**src/bus_settings.svh**
```systemverilog
`ifndef BUS_SETTINGS_SVH
`define BUS_SETTINGS_SVH

// Number of nodes on the shared buses
`define NODE_COUNT 4

// Words held by each message FIFO
`define FIFO_DEPTH 16

// Master bus address of node 0, node n answers at base + n
`define NODE_ADDR_BASE 8'h10

// Per-node FIFO builds, bit n belongs to node n
// Node 2 keeps only an ACK/NAK word, node 3 passes input bytes straight through
`define INPUT_FIFO_MASK 4'b0111
`define OUTPUT_FIFO_MASK 4'b1011

`endif

```
**src/arb_pkg.sv**
```systemverilog
`default_nettype none

`include "bus_settings.svh"

package arb_pkg;

	// One of the four bus nodes
	typedef logic [1:0] node_idx_t;

	// Slave bus arbiter states
	typedef enum logic [1:0] {
		IDLE,
		GRANT,
		RELEASE
	} arb_state_e;

	// FIFO pointer with an extra wrap bit so full and empty differ
	typedef logic [$clog2(`FIFO_DEPTH):0] ptr_t;

endpackage

`default_nettype wire

```
**src/frame_pkg.sv**
```systemverilog
`default_nettype none

package frame_pkg;

	// Word offset inside a frame, also used for frame lengths
	typedef logic [8:0] word_idx_t;

	// Word as kept in a message FIFO
	typedef struct packed {
		logic       last;
		logic [7:0] data;
	} fifo_word_t;

	// Slave bus word that carries a frame byte
	typedef struct packed {
		logic       last;
		logic [7:0] data;
	} data_view_t;

	// Slave bus word that reports one received frame
	// ack low means bytes were dropped
	typedef struct packed {
		logic       last;
		logic       ack;
		logic [2:0] src;
		logic [3:0] len;
	} status_view_t;

	// Host picks the view from the source node
	typedef union packed {
		data_view_t   data;
		status_view_t status;
	} bus_word_u;

endpackage

`default_nettype wire

```
**src/bus_interface.sv**
```systemverilog
`default_nettype none

`include "bus_settings.svh"

module bus_interface #(
	parameter logic [7:0] ADDR = 8'h00,
	parameter bit INCLUDE_INPUT_FIFO = 1'b0,
	parameter bit INCLUDE_OUTPUT_FIFO = 1'b0
) (
	input  wire                        clk,
	input  wire                        arst_n,

	// Master bus
	input  wire [7:0]                  ma_data,
	input  wire [7:0]                  ma_addr,
	input  wire                        ma_data_valid,
	input  wire                        ma_frame_valid,
	output logic                       overflow,

	// Slave bus
	input  wire frame_pkg::word_idx_t  sl_addr,
	input  wire                        sl_latch_tail,
	input  wire                        sl_arb_grant,
	output frame_pkg::bus_word_u       sl_data,
	output frame_pkg::word_idx_t       sl_tail,
	output logic                       sl_arb_request,

	// Local consumer
	input  wire frame_pkg::word_idx_t  in_frame_addr,
	input  wire                        in_frame_latch_tail,
	output frame_pkg::fifo_word_t      in_frame_data,
	output frame_pkg::word_idx_t       in_frame_tail,
	output logic                       in_frame_valid,

	// Local producer
	input  wire [7:0]                  out_frame_data,
	input  wire                        out_frame_valid,
	input  wire                        out_frame_data_latch
);

	logic addr_match;
	logic rx_frame;
	logic rx_write;
	logic has_frame;
	logic pop;
	logic pop_q;

	assign addr_match = (ma_addr == ADDR);
	assign rx_frame = ma_frame_valid && addr_match;
	assign rx_write = ma_data_valid && rx_frame;

	// Return to zero: request drops for a cycle after every pop
	assign pop = sl_latch_tail && sl_arb_grant && sl_arb_request;
	assign sl_arb_request = has_frame && !pop_q;

	always_ff @(posedge clk or negedge arst_n) begin
		if (!arst_n) begin
			pop_q <= 1'b0;
		end else begin
			pop_q <= pop;
		end
	end

	if (INCLUDE_INPUT_FIFO) begin : g_in_fifo
		message_fifo #(
			.WIDTH(9)
		) in_fifo_i (
			.clk(clk),
			.arst_n(arst_n),
			.in_data(ma_data),
			.in_data_latch(rx_write),
			.in_frame_valid(rx_frame),
			.in_data_overflow(overflow),
			.out_data_addr(in_frame_addr),
			.latch_tail(in_frame_latch_tail),
			.out_data(in_frame_data),
			.tail(in_frame_tail),
			.out_frame_valid(in_frame_valid)
		);
	end else begin : g_in_bypass
		// Bytes go straight to the consumer, nothing is stored
		assign overflow = 1'b0;
		assign in_frame_data = '{last: 1'b0, data: ma_data};
		assign in_frame_tail = '0;
		assign in_frame_valid = rx_frame;
	end

	if (INCLUDE_OUTPUT_FIFO) begin : g_out_fifo
		frame_pkg::fifo_word_t tx_word;

		message_fifo #(
			.WIDTH(9)
		) out_fifo_i (
			.clk(clk),
			.arst_n(arst_n),
			.in_data(out_frame_data),
			.in_data_latch(out_frame_data_latch),
			.in_frame_valid(out_frame_valid),
			.in_data_overflow(),
			.out_data_addr(sl_addr),
			.latch_tail(pop),
			.out_data(tx_word),
			.tail(sl_tail),
			.out_frame_valid(has_frame)
		);

		always_comb begin
			sl_data.data.last = tx_word.last;
			sl_data.data.data = tx_word.data;
		end
	end else begin : g_status
		localparam logic [2:0] SRC = 3'(ADDR - `NODE_ADDR_BASE);

		logic rx_fv_q;
		logic rx_end;
		logic st_valid;
		frame_pkg::word_idx_t rx_cnt;
		frame_pkg::word_idx_t rx_len;
		frame_pkg::bus_word_u st_word;

		assign rx_end = rx_fv_q && !rx_frame;

		// The write that overflowed was counted but not stored
		assign rx_len = rx_cnt - frame_pkg::word_idx_t'(overflow);

		always_ff @(posedge clk or negedge arst_n) begin
			if (!arst_n) begin
				rx_fv_q <= 1'b0;
				rx_cnt <= '0;
				st_valid <= 1'b0;
			end else begin
				rx_fv_q <= rx_frame;
				if (rx_end) begin
					rx_cnt <= '0;
				end else if (rx_write && !overflow) begin
					rx_cnt <= rx_cnt + 1'b1;
				end
				// A newer frame replaces an unsent status word
				if (rx_end) begin
					st_valid <= 1'b1;
				end else if (pop) begin
					st_valid <= 1'b0;
				end
			end
		end

		always_ff @(posedge clk) begin
			if (rx_end) begin
				st_word.status.last <= 1'b1;
				st_word.status.ack <= !overflow;
				st_word.status.src <= SRC;
				// Length saturates at 15
				st_word.status.len <= (rx_len > 9'd15) ? 4'hf : rx_len[3:0];
			end
		end

		assign has_frame = st_valid;
		assign sl_data = st_word;
		assign sl_tail = frame_pkg::word_idx_t'(1);
	end

	a_pop_while_requesting: assert property (@(posedge clk) disable iff (!arst_n)
		sl_latch_tail && sl_arb_grant |-> sl_arb_request);

endmodule

`default_nettype wire

```
**src/frame_switch.sv**
```systemverilog
`default_nettype none

`include "bus_settings.svh"

module frame_switch (
	input  wire                                             clk,
	input  wire                                             arst_n,

	// Master bus
	input  wire [7:0]                                       ma_data,
	input  wire [7:0]                                       ma_addr,
	input  wire                                             ma_data_valid,
	input  wire                                             ma_frame_valid,
	output logic                                            sl_overflow,

	// Slave bus
	input  wire frame_pkg::word_idx_t                       sl_addr,
	input  wire                                             sl_latch_tail,
	output frame_pkg::bus_word_u                            sl_data,
	output frame_pkg::word_idx_t                            sl_tail,
	output arb_pkg::node_idx_t                              sl_src,
	output logic                                            sl_valid,

	// Local consumers, one lane per node
	input  wire frame_pkg::word_idx_t [`NODE_COUNT-1:0]     in_frame_addr,
	input  wire [`NODE_COUNT-1:0]                           in_frame_latch_tail,
	output frame_pkg::fifo_word_t [`NODE_COUNT-1:0]         in_frame_data,
	output frame_pkg::word_idx_t [`NODE_COUNT-1:0]          in_frame_tail,
	output logic [`NODE_COUNT-1:0]                          in_frame_valid,

	// Local producers, one lane per node
	input  wire [`NODE_COUNT-1:0][7:0]                      out_frame_data,
	input  wire [`NODE_COUNT-1:0]                           out_frame_valid,
	input  wire [`NODE_COUNT-1:0]                           out_frame_data_latch
);

	localparam int N = `NODE_COUNT;
	localparam logic [N-1:0] IN_MASK = `INPUT_FIFO_MASK;
	localparam logic [N-1:0] OUT_MASK = `OUTPUT_FIFO_MASK;

	logic [N-1:0] node_ovf;
	logic [N-1:0] node_req;
	logic [N-1:0] node_grant;
	frame_pkg::bus_word_u [N-1:0] node_data;
	frame_pkg::word_idx_t [N-1:0] node_tail;

	for (genvar n = 0; n < N; n++) begin : g_node
		bus_interface #(
			.ADDR(8'(`NODE_ADDR_BASE + n)),
			.INCLUDE_INPUT_FIFO(IN_MASK[n]),
			.INCLUDE_OUTPUT_FIFO(OUT_MASK[n])
		) bus_interface_i (
			.clk(clk),
			.arst_n(arst_n),
			.ma_data(ma_data),
			.ma_addr(ma_addr),
			.ma_data_valid(ma_data_valid),
			.ma_frame_valid(ma_frame_valid),
			.overflow(node_ovf[n]),
			.sl_addr(sl_addr),
			.sl_latch_tail(sl_latch_tail),
			.sl_arb_grant(node_grant[n]),
			.sl_data(node_data[n]),
			.sl_tail(node_tail[n]),
			.sl_arb_request(node_req[n]),
			.in_frame_addr(in_frame_addr[n]),
			.in_frame_latch_tail(in_frame_latch_tail[n]),
			.in_frame_data(in_frame_data[n]),
			.in_frame_tail(in_frame_tail[n]),
			.in_frame_valid(in_frame_valid[n]),
			.out_frame_data(out_frame_data[n]),
			.out_frame_valid(out_frame_valid[n]),
			.out_frame_data_latch(out_frame_data_latch[n])
		);
	end

	slave_arbiter slave_arbiter_i (
		.clk(clk),
		.arst_n(arst_n),
		.req(node_req),
		.node_data(node_data),
		.node_tail(node_tail),
		.grant(node_grant),
		.sl_data(sl_data),
		.sl_tail(sl_tail),
		.sl_src(sl_src),
		.sl_valid(sl_valid)
	);

	// Overflow of the addressed node, low for unowned addresses
	always_comb begin
		sl_overflow = 1'b0;
		for (int n = 0; n < N; n++) begin
			if (ma_addr == 8'(`NODE_ADDR_BASE + n)) begin
				sl_overflow = node_ovf[n];
			end
		end
	end

endmodule

`default_nettype wire

```
**src/message_fifo.sv**
```systemverilog
`default_nettype none

`include "bus_settings.svh"

module message_fifo #(
	parameter int WIDTH = 9
) (
	input  wire                        clk,
	input  wire                        arst_n,

	// Write side
	input  wire [WIDTH-2:0]            in_data,
	input  wire                        in_data_latch,
	input  wire                        in_frame_valid,
	output logic                       in_data_overflow,

	// Read side
	input  wire frame_pkg::word_idx_t  out_data_addr,
	input  wire                        latch_tail,
	output logic [WIDTH-1:0]           out_data,
	output frame_pkg::word_idx_t       tail,
	output logic                       out_frame_valid
);

	localparam int DEPTH = `FIFO_DEPTH;
	localparam int AW = $clog2(DEPTH);

	logic [WIDTH-1:0] mem [DEPTH];
	frame_pkg::word_idx_t len_q [DEPTH];

	arb_pkg::ptr_t wr_ptr;
	arb_pkg::ptr_t com_ptr;
	arb_pkg::ptr_t rd_ptr;
	arb_pkg::ptr_t lq_wr;
	arb_pkg::ptr_t lq_rd;
	arb_pkg::ptr_t used;
	arb_pkg::ptr_t pend_len;

	logic fv_q;
	logic ovf_q;
	logic full;
	logic wr_req;
	logic wr_en;
	logic wr_drop;
	logic frame_end;
	logic commit;
	logic pop;
	logic [AW-1:0] last_idx;
	logic [AW-1:0] rd_idx;

	assign used = wr_ptr - rd_ptr;
	assign full = (used == arb_pkg::ptr_t'(DEPTH));
	assign pend_len = wr_ptr - com_ptr;

	// Once a byte is dropped the rest of the frame is dropped too
	assign wr_req = in_data_latch && in_frame_valid && !ovf_q;
	assign wr_en = wr_req && !full;
	assign wr_drop = wr_req && full;

	// Frame is committed on the first idle cycle after its span
	assign frame_end = fv_q && !in_frame_valid;
	assign commit = frame_end && (pend_len != '0);
	assign last_idx = wr_ptr[AW-1:0] - 1'b1;

	assign pop = latch_tail && out_frame_valid;

	always_ff @(posedge clk) begin
		if (wr_en) begin
			mem[wr_ptr[AW-1:0]] <= {1'b0, in_data};
		end
		if (commit) begin
			mem[last_idx][WIDTH-1] <= 1'b1;
			len_q[lq_wr[AW-1:0]] <= frame_pkg::word_idx_t'(pend_len);
		end
	end

	always_ff @(posedge clk or negedge arst_n) begin
		if (!arst_n) begin
			wr_ptr <= '0;
			com_ptr <= '0;
			rd_ptr <= '0;
			lq_wr <= '0;
			lq_rd <= '0;
			fv_q <= 1'b0;
			ovf_q <= 1'b0;
		end else begin
			fv_q <= in_frame_valid;
			if (wr_en) begin
				wr_ptr <= wr_ptr + 1'b1;
			end
			// Overflow stays visible until the frame is closed
			if (wr_drop) begin
				ovf_q <= 1'b1;
			end else if (frame_end) begin
				ovf_q <= 1'b0;
			end
			if (commit) begin
				com_ptr <= wr_ptr;
				lq_wr <= lq_wr + 1'b1;
			end
			if (pop) begin
				rd_ptr <= rd_ptr + arb_pkg::ptr_t'(tail);
				lq_rd <= lq_rd + 1'b1;
			end
		end
	end

	// Random access inside the head frame
	assign rd_idx = rd_ptr[AW-1:0] + out_data_addr[AW-1:0];
	assign out_data = mem[rd_idx];
	assign tail = len_q[lq_rd[AW-1:0]];
	assign out_frame_valid = (lq_wr != lq_rd);
	assign in_data_overflow = ovf_q;

	a_pop_needs_frame: assert property (@(posedge clk) disable iff (!arst_n)
		latch_tail |-> out_frame_valid);

	a_commit_behind_write: assert property (@(posedge clk) disable iff (!arst_n)
		pend_len <= arb_pkg::ptr_t'(DEPTH));

endmodule

`default_nettype wire

```
**src/slave_arbiter.sv**
```systemverilog
`default_nettype none

`include "bus_settings.svh"

module slave_arbiter (
	input  wire                                         clk,
	input  wire                                         arst_n,

	input  wire [`NODE_COUNT-1:0]                       req,
	input  wire frame_pkg::bus_word_u [`NODE_COUNT-1:0] node_data,
	input  wire frame_pkg::word_idx_t [`NODE_COUNT-1:0] node_tail,

	output logic [`NODE_COUNT-1:0]                      grant,
	output frame_pkg::bus_word_u                        sl_data,
	output frame_pkg::word_idx_t                        sl_tail,
	output arb_pkg::node_idx_t                          sl_src,
	output logic                                        sl_valid
);

	localparam int NODES = 2 ** $bits(arb_pkg::node_idx_t);

	arb_pkg::arb_state_e state_q;
	arb_pkg::node_idx_t cur_q;
	arb_pkg::node_idx_t pick_idx;
	logic pick_valid;

	// Rotating priority that starts just after the last grant
	always_comb begin
		arb_pkg::node_idx_t cand;
		pick_valid = 1'b0;
		pick_idx = cur_q;
		for (int i = 1; i <= NODES; i++) begin
			cand = cur_q + arb_pkg::node_idx_t'(i);
			if (!pick_valid && req[cand]) begin
				pick_valid = 1'b1;
				pick_idx = cand;
			end
		end
	end

	always_ff @(posedge clk or negedge arst_n) begin
		if (!arst_n) begin
			state_q <= arb_pkg::IDLE;
			// Node 0 has first priority after reset
			cur_q <= arb_pkg::node_idx_t'(NODES - 1);
		end else begin
			case (state_q)
				arb_pkg::IDLE: begin
					if (pick_valid) begin
						state_q <= arb_pkg::GRANT;
						cur_q <= pick_idx;
					end
				end
				arb_pkg::GRANT: begin
					if (!req[cur_q]) begin
						state_q <= arb_pkg::RELEASE;
					end
				end
				arb_pkg::RELEASE: begin
					state_q <= arb_pkg::IDLE;
				end
				default: begin
					state_q <= arb_pkg::IDLE;
				end
			endcase
		end
	end

	always_comb begin
		grant = '0;
		sl_data = '0;
		sl_tail = '0;
		sl_src = '0;
		if (state_q == arb_pkg::GRANT) begin
			grant[cur_q] = 1'b1;
			sl_data = node_data[cur_q];
			sl_tail = node_tail[cur_q];
			sl_src = cur_q;
		end
	end

	assign sl_valid = (state_q == arb_pkg::GRANT);

	// A waiting node keeps its request until it is served
	a_req_held: assert property (@(posedge clk) disable iff (!arst_n)
		($past(req & ~grant) & ~req) == '0);

endmodule

`default_nettype wire

```
**config.mk**
```make
export PLATFORM = sky130hd
export DESIGN_NAME = frame_switch
export DESIGN_NICKNAME = d
export VERILOG_FILES = /design/src/arb_pkg.sv /design/src/frame_pkg.sv /design/src/bus_interface.sv /design/src/frame_switch.sv /design/src/message_fifo.sv /design/src/slave_arbiter.sv
export VERILOG_INCLUDE_DIRS = /design/src
export SDC_FILE = /design/constraint.sdc
export NUM_CORES = 2
export LEC_CHECK = 0
export BUFFER_PORTS_ARGS = -buffer_cell sky130_fd_sc_hd__buf_4
export CORE_MARGIN = 2
export CORE_UTILIZATION = 30
export CTS_BUF_LIST = sky130_fd_sc_hd__clkbuf_8
export DETAILED_ROUTE_END_ITERATION = 12
export GPL_TIMING_DRIVEN = 0
export PLACE_DENSITY = 0.45
export SETUP_SLACK_MARGIN = 0.4
export SLEW_MARGIN = 10
export SYNTH_ARGS = -nofsm -noshare
export SYNTH_HDL_FRONTEND = slang
export SYNTH_SLANG_ARGS = --single-unit
```
**constraint.sdc**
```tcl
create_clock -name clk -period 8.9 [get_ports clk]
set_clock_uncertainty 0.05 [all_clocks]
set_input_delay 1.335 -clock clk [delete_from_list [all_inputs] [get_ports clk]]
set_output_delay 1.335 -clock clk [all_outputs]
set_load 0.01 [all_outputs]
```
Yosys cells after proc, flatten, opt, wreduce, memory -nomap -nowiden
Memories as Yosys holds them, arrays and structs flattened.
Index checks and enable logic that the tools add are counted.
- flip-flop bits (word level): 185
- bits in latches: 0
- RAM bits: 1344
- memory bits (read-only): 0
- input port bits: 110
- output and inout port bits: 98
- logic and storage cells: 348
- memories: 12
- add/subtract/negate cells: 53
- $mul: 0
- div/mod/pow operators: 0
- magnitude comparators: 6
- equal/unequal tests: 19
- shift-type cells: 0
- multiplexer cells: 90
- bitwise gates (word level): 1
- reduce and logical (&&, ||, !) cells: 115
- memory list (name ; depth ; bits a word ; read ports ; clocked after Yosys merged registers in ; write ports ; RTL line ; text):
    g_node[0].bus_interface_i.g_in_fifo.in_fifo_i.mem ; 16 ; 9 ; 1 ; 0 ; 1 ; message_fifo.sv:28 ; logic [WIDTH-1:0] mem [DEPTH];
    g_node[0].bus_interface_i.g_out_fifo.out_fifo_i.mem ; 16 ; 9 ; 1 ; 0 ; 1 ; message_fifo.sv:28 ;
    g_node[1].bus_interface_i.g_in_fifo.in_fifo_i.mem ; 16 ; 9 ; 1 ; 0 ; 1 ; message_fifo.sv:28 ;
    g_node[1].bus_interface_i.g_out_fifo.out_fifo_i.mem ; 16 ; 9 ; 1 ; 0 ; 1 ; message_fifo.sv:28 ;
    g_node[2].bus_interface_i.g_in_fifo.in_fifo_i.mem ; 16 ; 9 ; 1 ; 0 ; 1 ; message_fifo.sv:28 ;
    g_node[3].bus_interface_i.g_out_fifo.out_fifo_i.mem ; 16 ; 9 ; 1 ; 0 ; 1 ; message_fifo.sv:28 ;
    6 more memories ; -- ; -- ; -- ; -- ; -- ; -- ;
- operator list (kind ; number):
    9-bit two-way mux ; 12
    5-bit by 1-bit adder with 5-bit output, second input constant ; 18
    1-bit logical AND ; 66
    5-bit subtractor ; 12
    9-bit OR reduction ; 6
    1-bit two-way mux ; 51
    9-bit binary-select mux with 2-bit select ; 2
    8-bit by 5-bit equality test with 1-bit output, second input constant ; 4
    5-bit adder ; 6
    5-bit equality test, second input constant ; 6
    5-bit inequality test ; 6
    5-bit nonzero test ; 6
    4-bit two-way mux ; 7
    1-bit logical NOT ; 25
    4-bit adder ; 6
    2-bit two-way mux ; 12
    4-bit by 1-bit subtractor with 4-bit output, second input constant ; 6
    2-bit nonzero test ; 8
    2-bit by 3-bit < comparator with 1-bit output, second input constant ; 4
    9-bit by 1-bit adder with 9-bit output, second input constant ; 1
    9-bit by 4-bit greater-than comparator with 1-bit output, second input constant ; 1
    9-bit by 1-bit subtractor with 9-bit output ; 1
    1-bit binary-select mux with 2-bit select ; 4
    2-bit adder, second input constant ; 2
    other kinds (12) ; 12

Longest topological paths before layout
- word-level depth: 16
- depth in mapped cells: 15
- gate-level depth less buffers: 12

Modules after synthesis
From an unflattened synthesis, not the netlist that was laid out.
- cells, all modules: 4002
- area total of the unflattened synthesis: 67594.8 um^2
- modules (own cells, without submodules) (module ; times used ; cells each ; area an instance (um^2) ; seq. area each (um^2)):
    message_fifo (g_node[0].bus_interface_i.g_in_fifo.in_fifo_i ...) ; 3 ; 627 ; 10949.3 ; 7402.1
    message_fifo (g_node[1].bus_interface_i.g_out_fifo.out_fifo_i ...) ; 2 ; 624 ; 10759.1 ; 7402.1
    message_fifo (g_node[3].bus_interface_i.g_out_fifo.out_fifo_i) ; 1 ; 634 ; 10787.8 ; 7402.1
    bus_interface (g_node[2].bus_interface_i) ; 1 ; 106 ; 1029.7 ; 450.4
    slave_arbiter ; 1 ; 87 ; 983.4 ; 102.6
    bus_interface (g_node[3].bus_interface_i) ; 1 ; 26 ; 214.0 ; 25.0
    bus_interface (g_node[0].bus_interface_i) ; 1 ; 9 ; 87.6 ; 25.0
    bus_interface (g_node[1].bus_interface_i) ; 1 ; 8 ; 87.6 ; 25.0
    frame_switch ; 1 ; 3 ; 38.8 ; 0.0

Worst setup path before layout
No wires, ideal clock.
- kind: in2out
- start point: in sl_addr[0]
- end point: out sl_data[4] (netlist bit)
- data arrival time: 3.781 ns
- data required time: 7.515 ns
- slack: 3.734 ns
- stages on the path: 11
- path buffers: 3
- path through: ha_1 -> inv_1 -> fa_1 -> buf_2 -> clkbuf_1 -> clkbuf_1 -> mux4_2 -> mux2i_1 -> nor2_1 -> nor4_1 -> a21oi_1
- RTL lines (what ; RTL line ; text):
    from (decl) ; frame_switch.sv:17 ; input wire frame_pkg::word_idx_t sl_addr,
    to (decl) ; frame_switch.sv:19 ; output frame_pkg::bus_word_u sl_data,

==> out/results.txt <==
Hold path endpoint - slave_arbiter_i.state_q[0]
Number of synthesized flops with an enable pin - 1349
Fin Hold WS - 0.3873 ns
Number of max-cap violations - 0
Net count, final - 4697
Async SR Flop Fraction - 0.1177
Worst setup EP type - output pin
Worst-margin pin slew - 1.206 ns
Top cells by count, synth - 1349 x edfxtp_1, 354 x mux4_2, 293 x nor2_1
Clock latency on the worst-skew pair - 1.06 ns
CP Launch Type - flop
Tot GR Track Use - 0.1502
Syn-to-layout area delta - 15.82%
R2R setup slack - 3.59 ns
Static Leak - 26.17 nW
Complex-gate fraction of the synthesized area - 0.04050
Final core occ - 0.3499
Cell area after synthesis - 0.06639 mm2
TNS Setup - 0 ns
YS warnings - 0
Finished Layout Cells - 7606
Die W - 474.4 um
Largest family of logic cells by synthesized area - multiplexers
Most frequent cell after synthesis - edfxtp_1
Hold Path Depth - 1
Synth Area in XOR/XNOR - 0.02493
Detail Route Antenna Nets - 0
# DRC - 0
Area contributors post-synth - edfxtp_1 61%, mux4_2 12%, dfrtp_1 6.7%
TritonCTS clock tree - done
Vias in the first global route - 37470
Cell area power density - 337.7 mW/mm2
HPWL after DPL - 114.2 mm
IO buf count - 140
Core Area - 0.2197 mm2
First-pass GRT wire length - 250.6 mm
WL final - 169.6 mm
Initial antenna violation count - 14
Primary FF master, synth - edfxtp_1
Worst endpoint required time - 7.52 ns
Syn Area/Cell - 16.80 um2
Sequential Area - 0.04502 mm2
CTS max path bufs - 4
Rel. slew slack - 0.1943
DP Area - 0.07162 mm2
Routability cong. - 0.7777
Row count - 172
Grt ovf - 0
Synth Instances - 3951
Worst EP arrival - 5.73 ns
# placed instances - 7088
Largest net degree at the start of global routing - 89
Post-CTS sizing - 0
Via density - 4.752
RSZ-0062 raised after global routing - false
Clk slew on worst S/H paths - 0.06 ns
I/O Pins - 208
Filler cell count - 21090
Routed WL per cell - 22.30 um
Hold path start - slave_arbiter_i.state_q[1]
Unique masters post-synth - 85
Yosys top cell by area - edfxtp_1
Die Span Y - 474.4 um
Top-area cell type share of the netlist area - 0.6102
Multiplexer area fraction after synthesis - 0.1369
First-pass iteration count of the detailed router - 5
Total CTS buffers - 297
Adder-cell area share of the yosys netlist - 0.03163
Post-CTS Setup Bufs - 0
Peak VDD IR - 235.1 uV
Effective utilization at floorplan - 0.3021
Tcrit/Tclk final - 0.7989
Flops & latches, synth - 1529
Multi-input gate area - 0.02024 mm2
Synth Area in Simple Gates - 0.06508
Final slew viol count - 0
Die area - 0.2251 mm2
Vias - 36150
Status - finished, final reports clean
Final instance area - 0.07689 mm2
Fraction of layout cells with a size suffix above 1 - 0.2337
WS Path Type - flop to output pin
CTS Sinks - 1529
Worst min path class - flop to flop
Proportion of synthesized chip area in sequential cells - 0.6781
Worst reg2reg path depth - 12
Drt first-iter violations - 2832
Max Clock Freq - 140.6 MHz
Final Critical Period - 7.110 ns
Setup violations, final - 0
Final Hold Fails - 0
H-tree depth - 5
Clk root buf - clkbuf_8
Max FO, Critical Path - 10
-- power by group --
part / switching, mW / internal (mW) / leakage (nW)
Clock: 3.00 / 3.30 / 3.02
Combinational: 6.29 / 4.10 / 8.84
Sequential: 0.349 / 8.92 / 14.3
-- flip-flops by register name, summed over array words and instances, names as in the netlist, 240 cells and up, named ones only --
| register | flops |
|---|---|
| g_node.bus_interface_i.g_in_fifo.in_fifo_i.len_q | 240 |
| g_node.bus_interface_i.g_out_fifo.out_fifo_i.mem | 432 |
| g_node.bus_interface_i.g_out_fifo.out_fifo_i.len_q | 240 |
| g_node.bus_interface_i.g_in_fifo.in_fifo_i.mem | 432 |
-- repair_timing --
| action | 4_1_cts | 5_1_grt |
|---|---|---|
| hold buffers | 1 | 0 |
| endpoints found under the setup margin | 0 | 0 |
| endpoints found under the hold margin | 5 | 0 |
-- kinds of logic (layout without fill, tap and decap cells) --
kind of cell / count (synthesis) / count (layout)
flops: 1529 / 1529
simple gates: 876 / 876
mux: 458 / 458
compound gates: 401 / 401
buf+inv: 340 / 1003
xor+xnor: 189 / 189
fa+ha+maj: 157 / 157
other cells: 1 / 35
-- layout make-up --
| cell class | count | area share |
|---|---|---|
| clock buffer | 304 | 0.05442 |
| multi-input combinational | 2107 | 0.2632 |
| antenna | 9 | 0.0002929 |
| inverter | 117 | 0.005712 |
| buffer | 223 | 0.01395 |
| tap | 2958 | 0.04814 |
| timing repair buffer | 155 | 0.01598 |
| sequential | 1529 | 0.5855 |
| clock inverter | 204 | 0.01286 |
-- cell usage in the layout (no fill, tap or decap), types with 12 or more instances in the layout --
master,count
a211oi_1,58
a21o_1,23
a21oi_1,130
a31oi_1,12
and2_1,51
and3_1,21
buf_1,15
buf_2,50
buf_4,192
clkbuf_1,113
clkbuf_8,304
clkinv_1,63
clkinv_2,34
conb_1,26
dfrtp_1,178
edfxtp_1,1349
fa_1,18
ha_1,139
inv_1,206
mux2_2,27
mux2i_1,70
mux4_2,354
nand2_1,185
nand2b_1,26
nand3_1,35
nand4_1,29
nor2_1,293
nor2b_1,72
nor2b_2,18
nor3_1,38
nor3_2,19
nor4_1,15
o21a_1,12
o21ai_0,76
or3_1,13
xnor2_1,115
xor2_1,62
-- critical path, cell delays in order, from the launching register on --
cell	delay (ns)
dfrtp_1	0.54
ha_1	0.24
inv_1	0.05
fa_1	0.37
xnor2_1	0.42
clkbuf_1	0.62
clkbuf_1	0.60
a211oi_1	0.16
a21oi_1	0.49
a21oi_1	0.14
a221oi_1	0.80
buf_4	0.26
-- through the flow --
step                power [mW]  setup slack, ns
floorplan                15.96            3.734
global placement         19.86            1.736
detailed placement       19.98            1.733
CTS                      26.42            1.569
global route             27.52            1.518
finish                   25.97            1.790
-- worst max path at each step --
stage | from | end | slack (ns) | depth (start not counted)
6_report | flop | sl_data[7] | 1.79 | 11
5_1_grt | flop | sl_data[4] | 1.52 | 12
4_1_cts | flop | sl_data[1] | 1.57 | 11
3_5_place_dp | sl_addr[1] | sl_data[4] | 1.73 | 12
3_3_place_gp | sl_addr[1] | sl_data[4] | 1.74 | 12
2_1_floorplan | sl_addr[0] | sl_data[4] | 3.73 | 11
-- per-layer routing --
metal	vias to the layer above	GRT usage	share of wire
met4	10	0.04744	0.027
met1	18590	0.2054	0.45
met2	890	0.2390	0.47
met3	354	0.03117	0.050
li1	16300	-	-
met5	-	0	0.00039
Power figures use the tool's default switching activity.
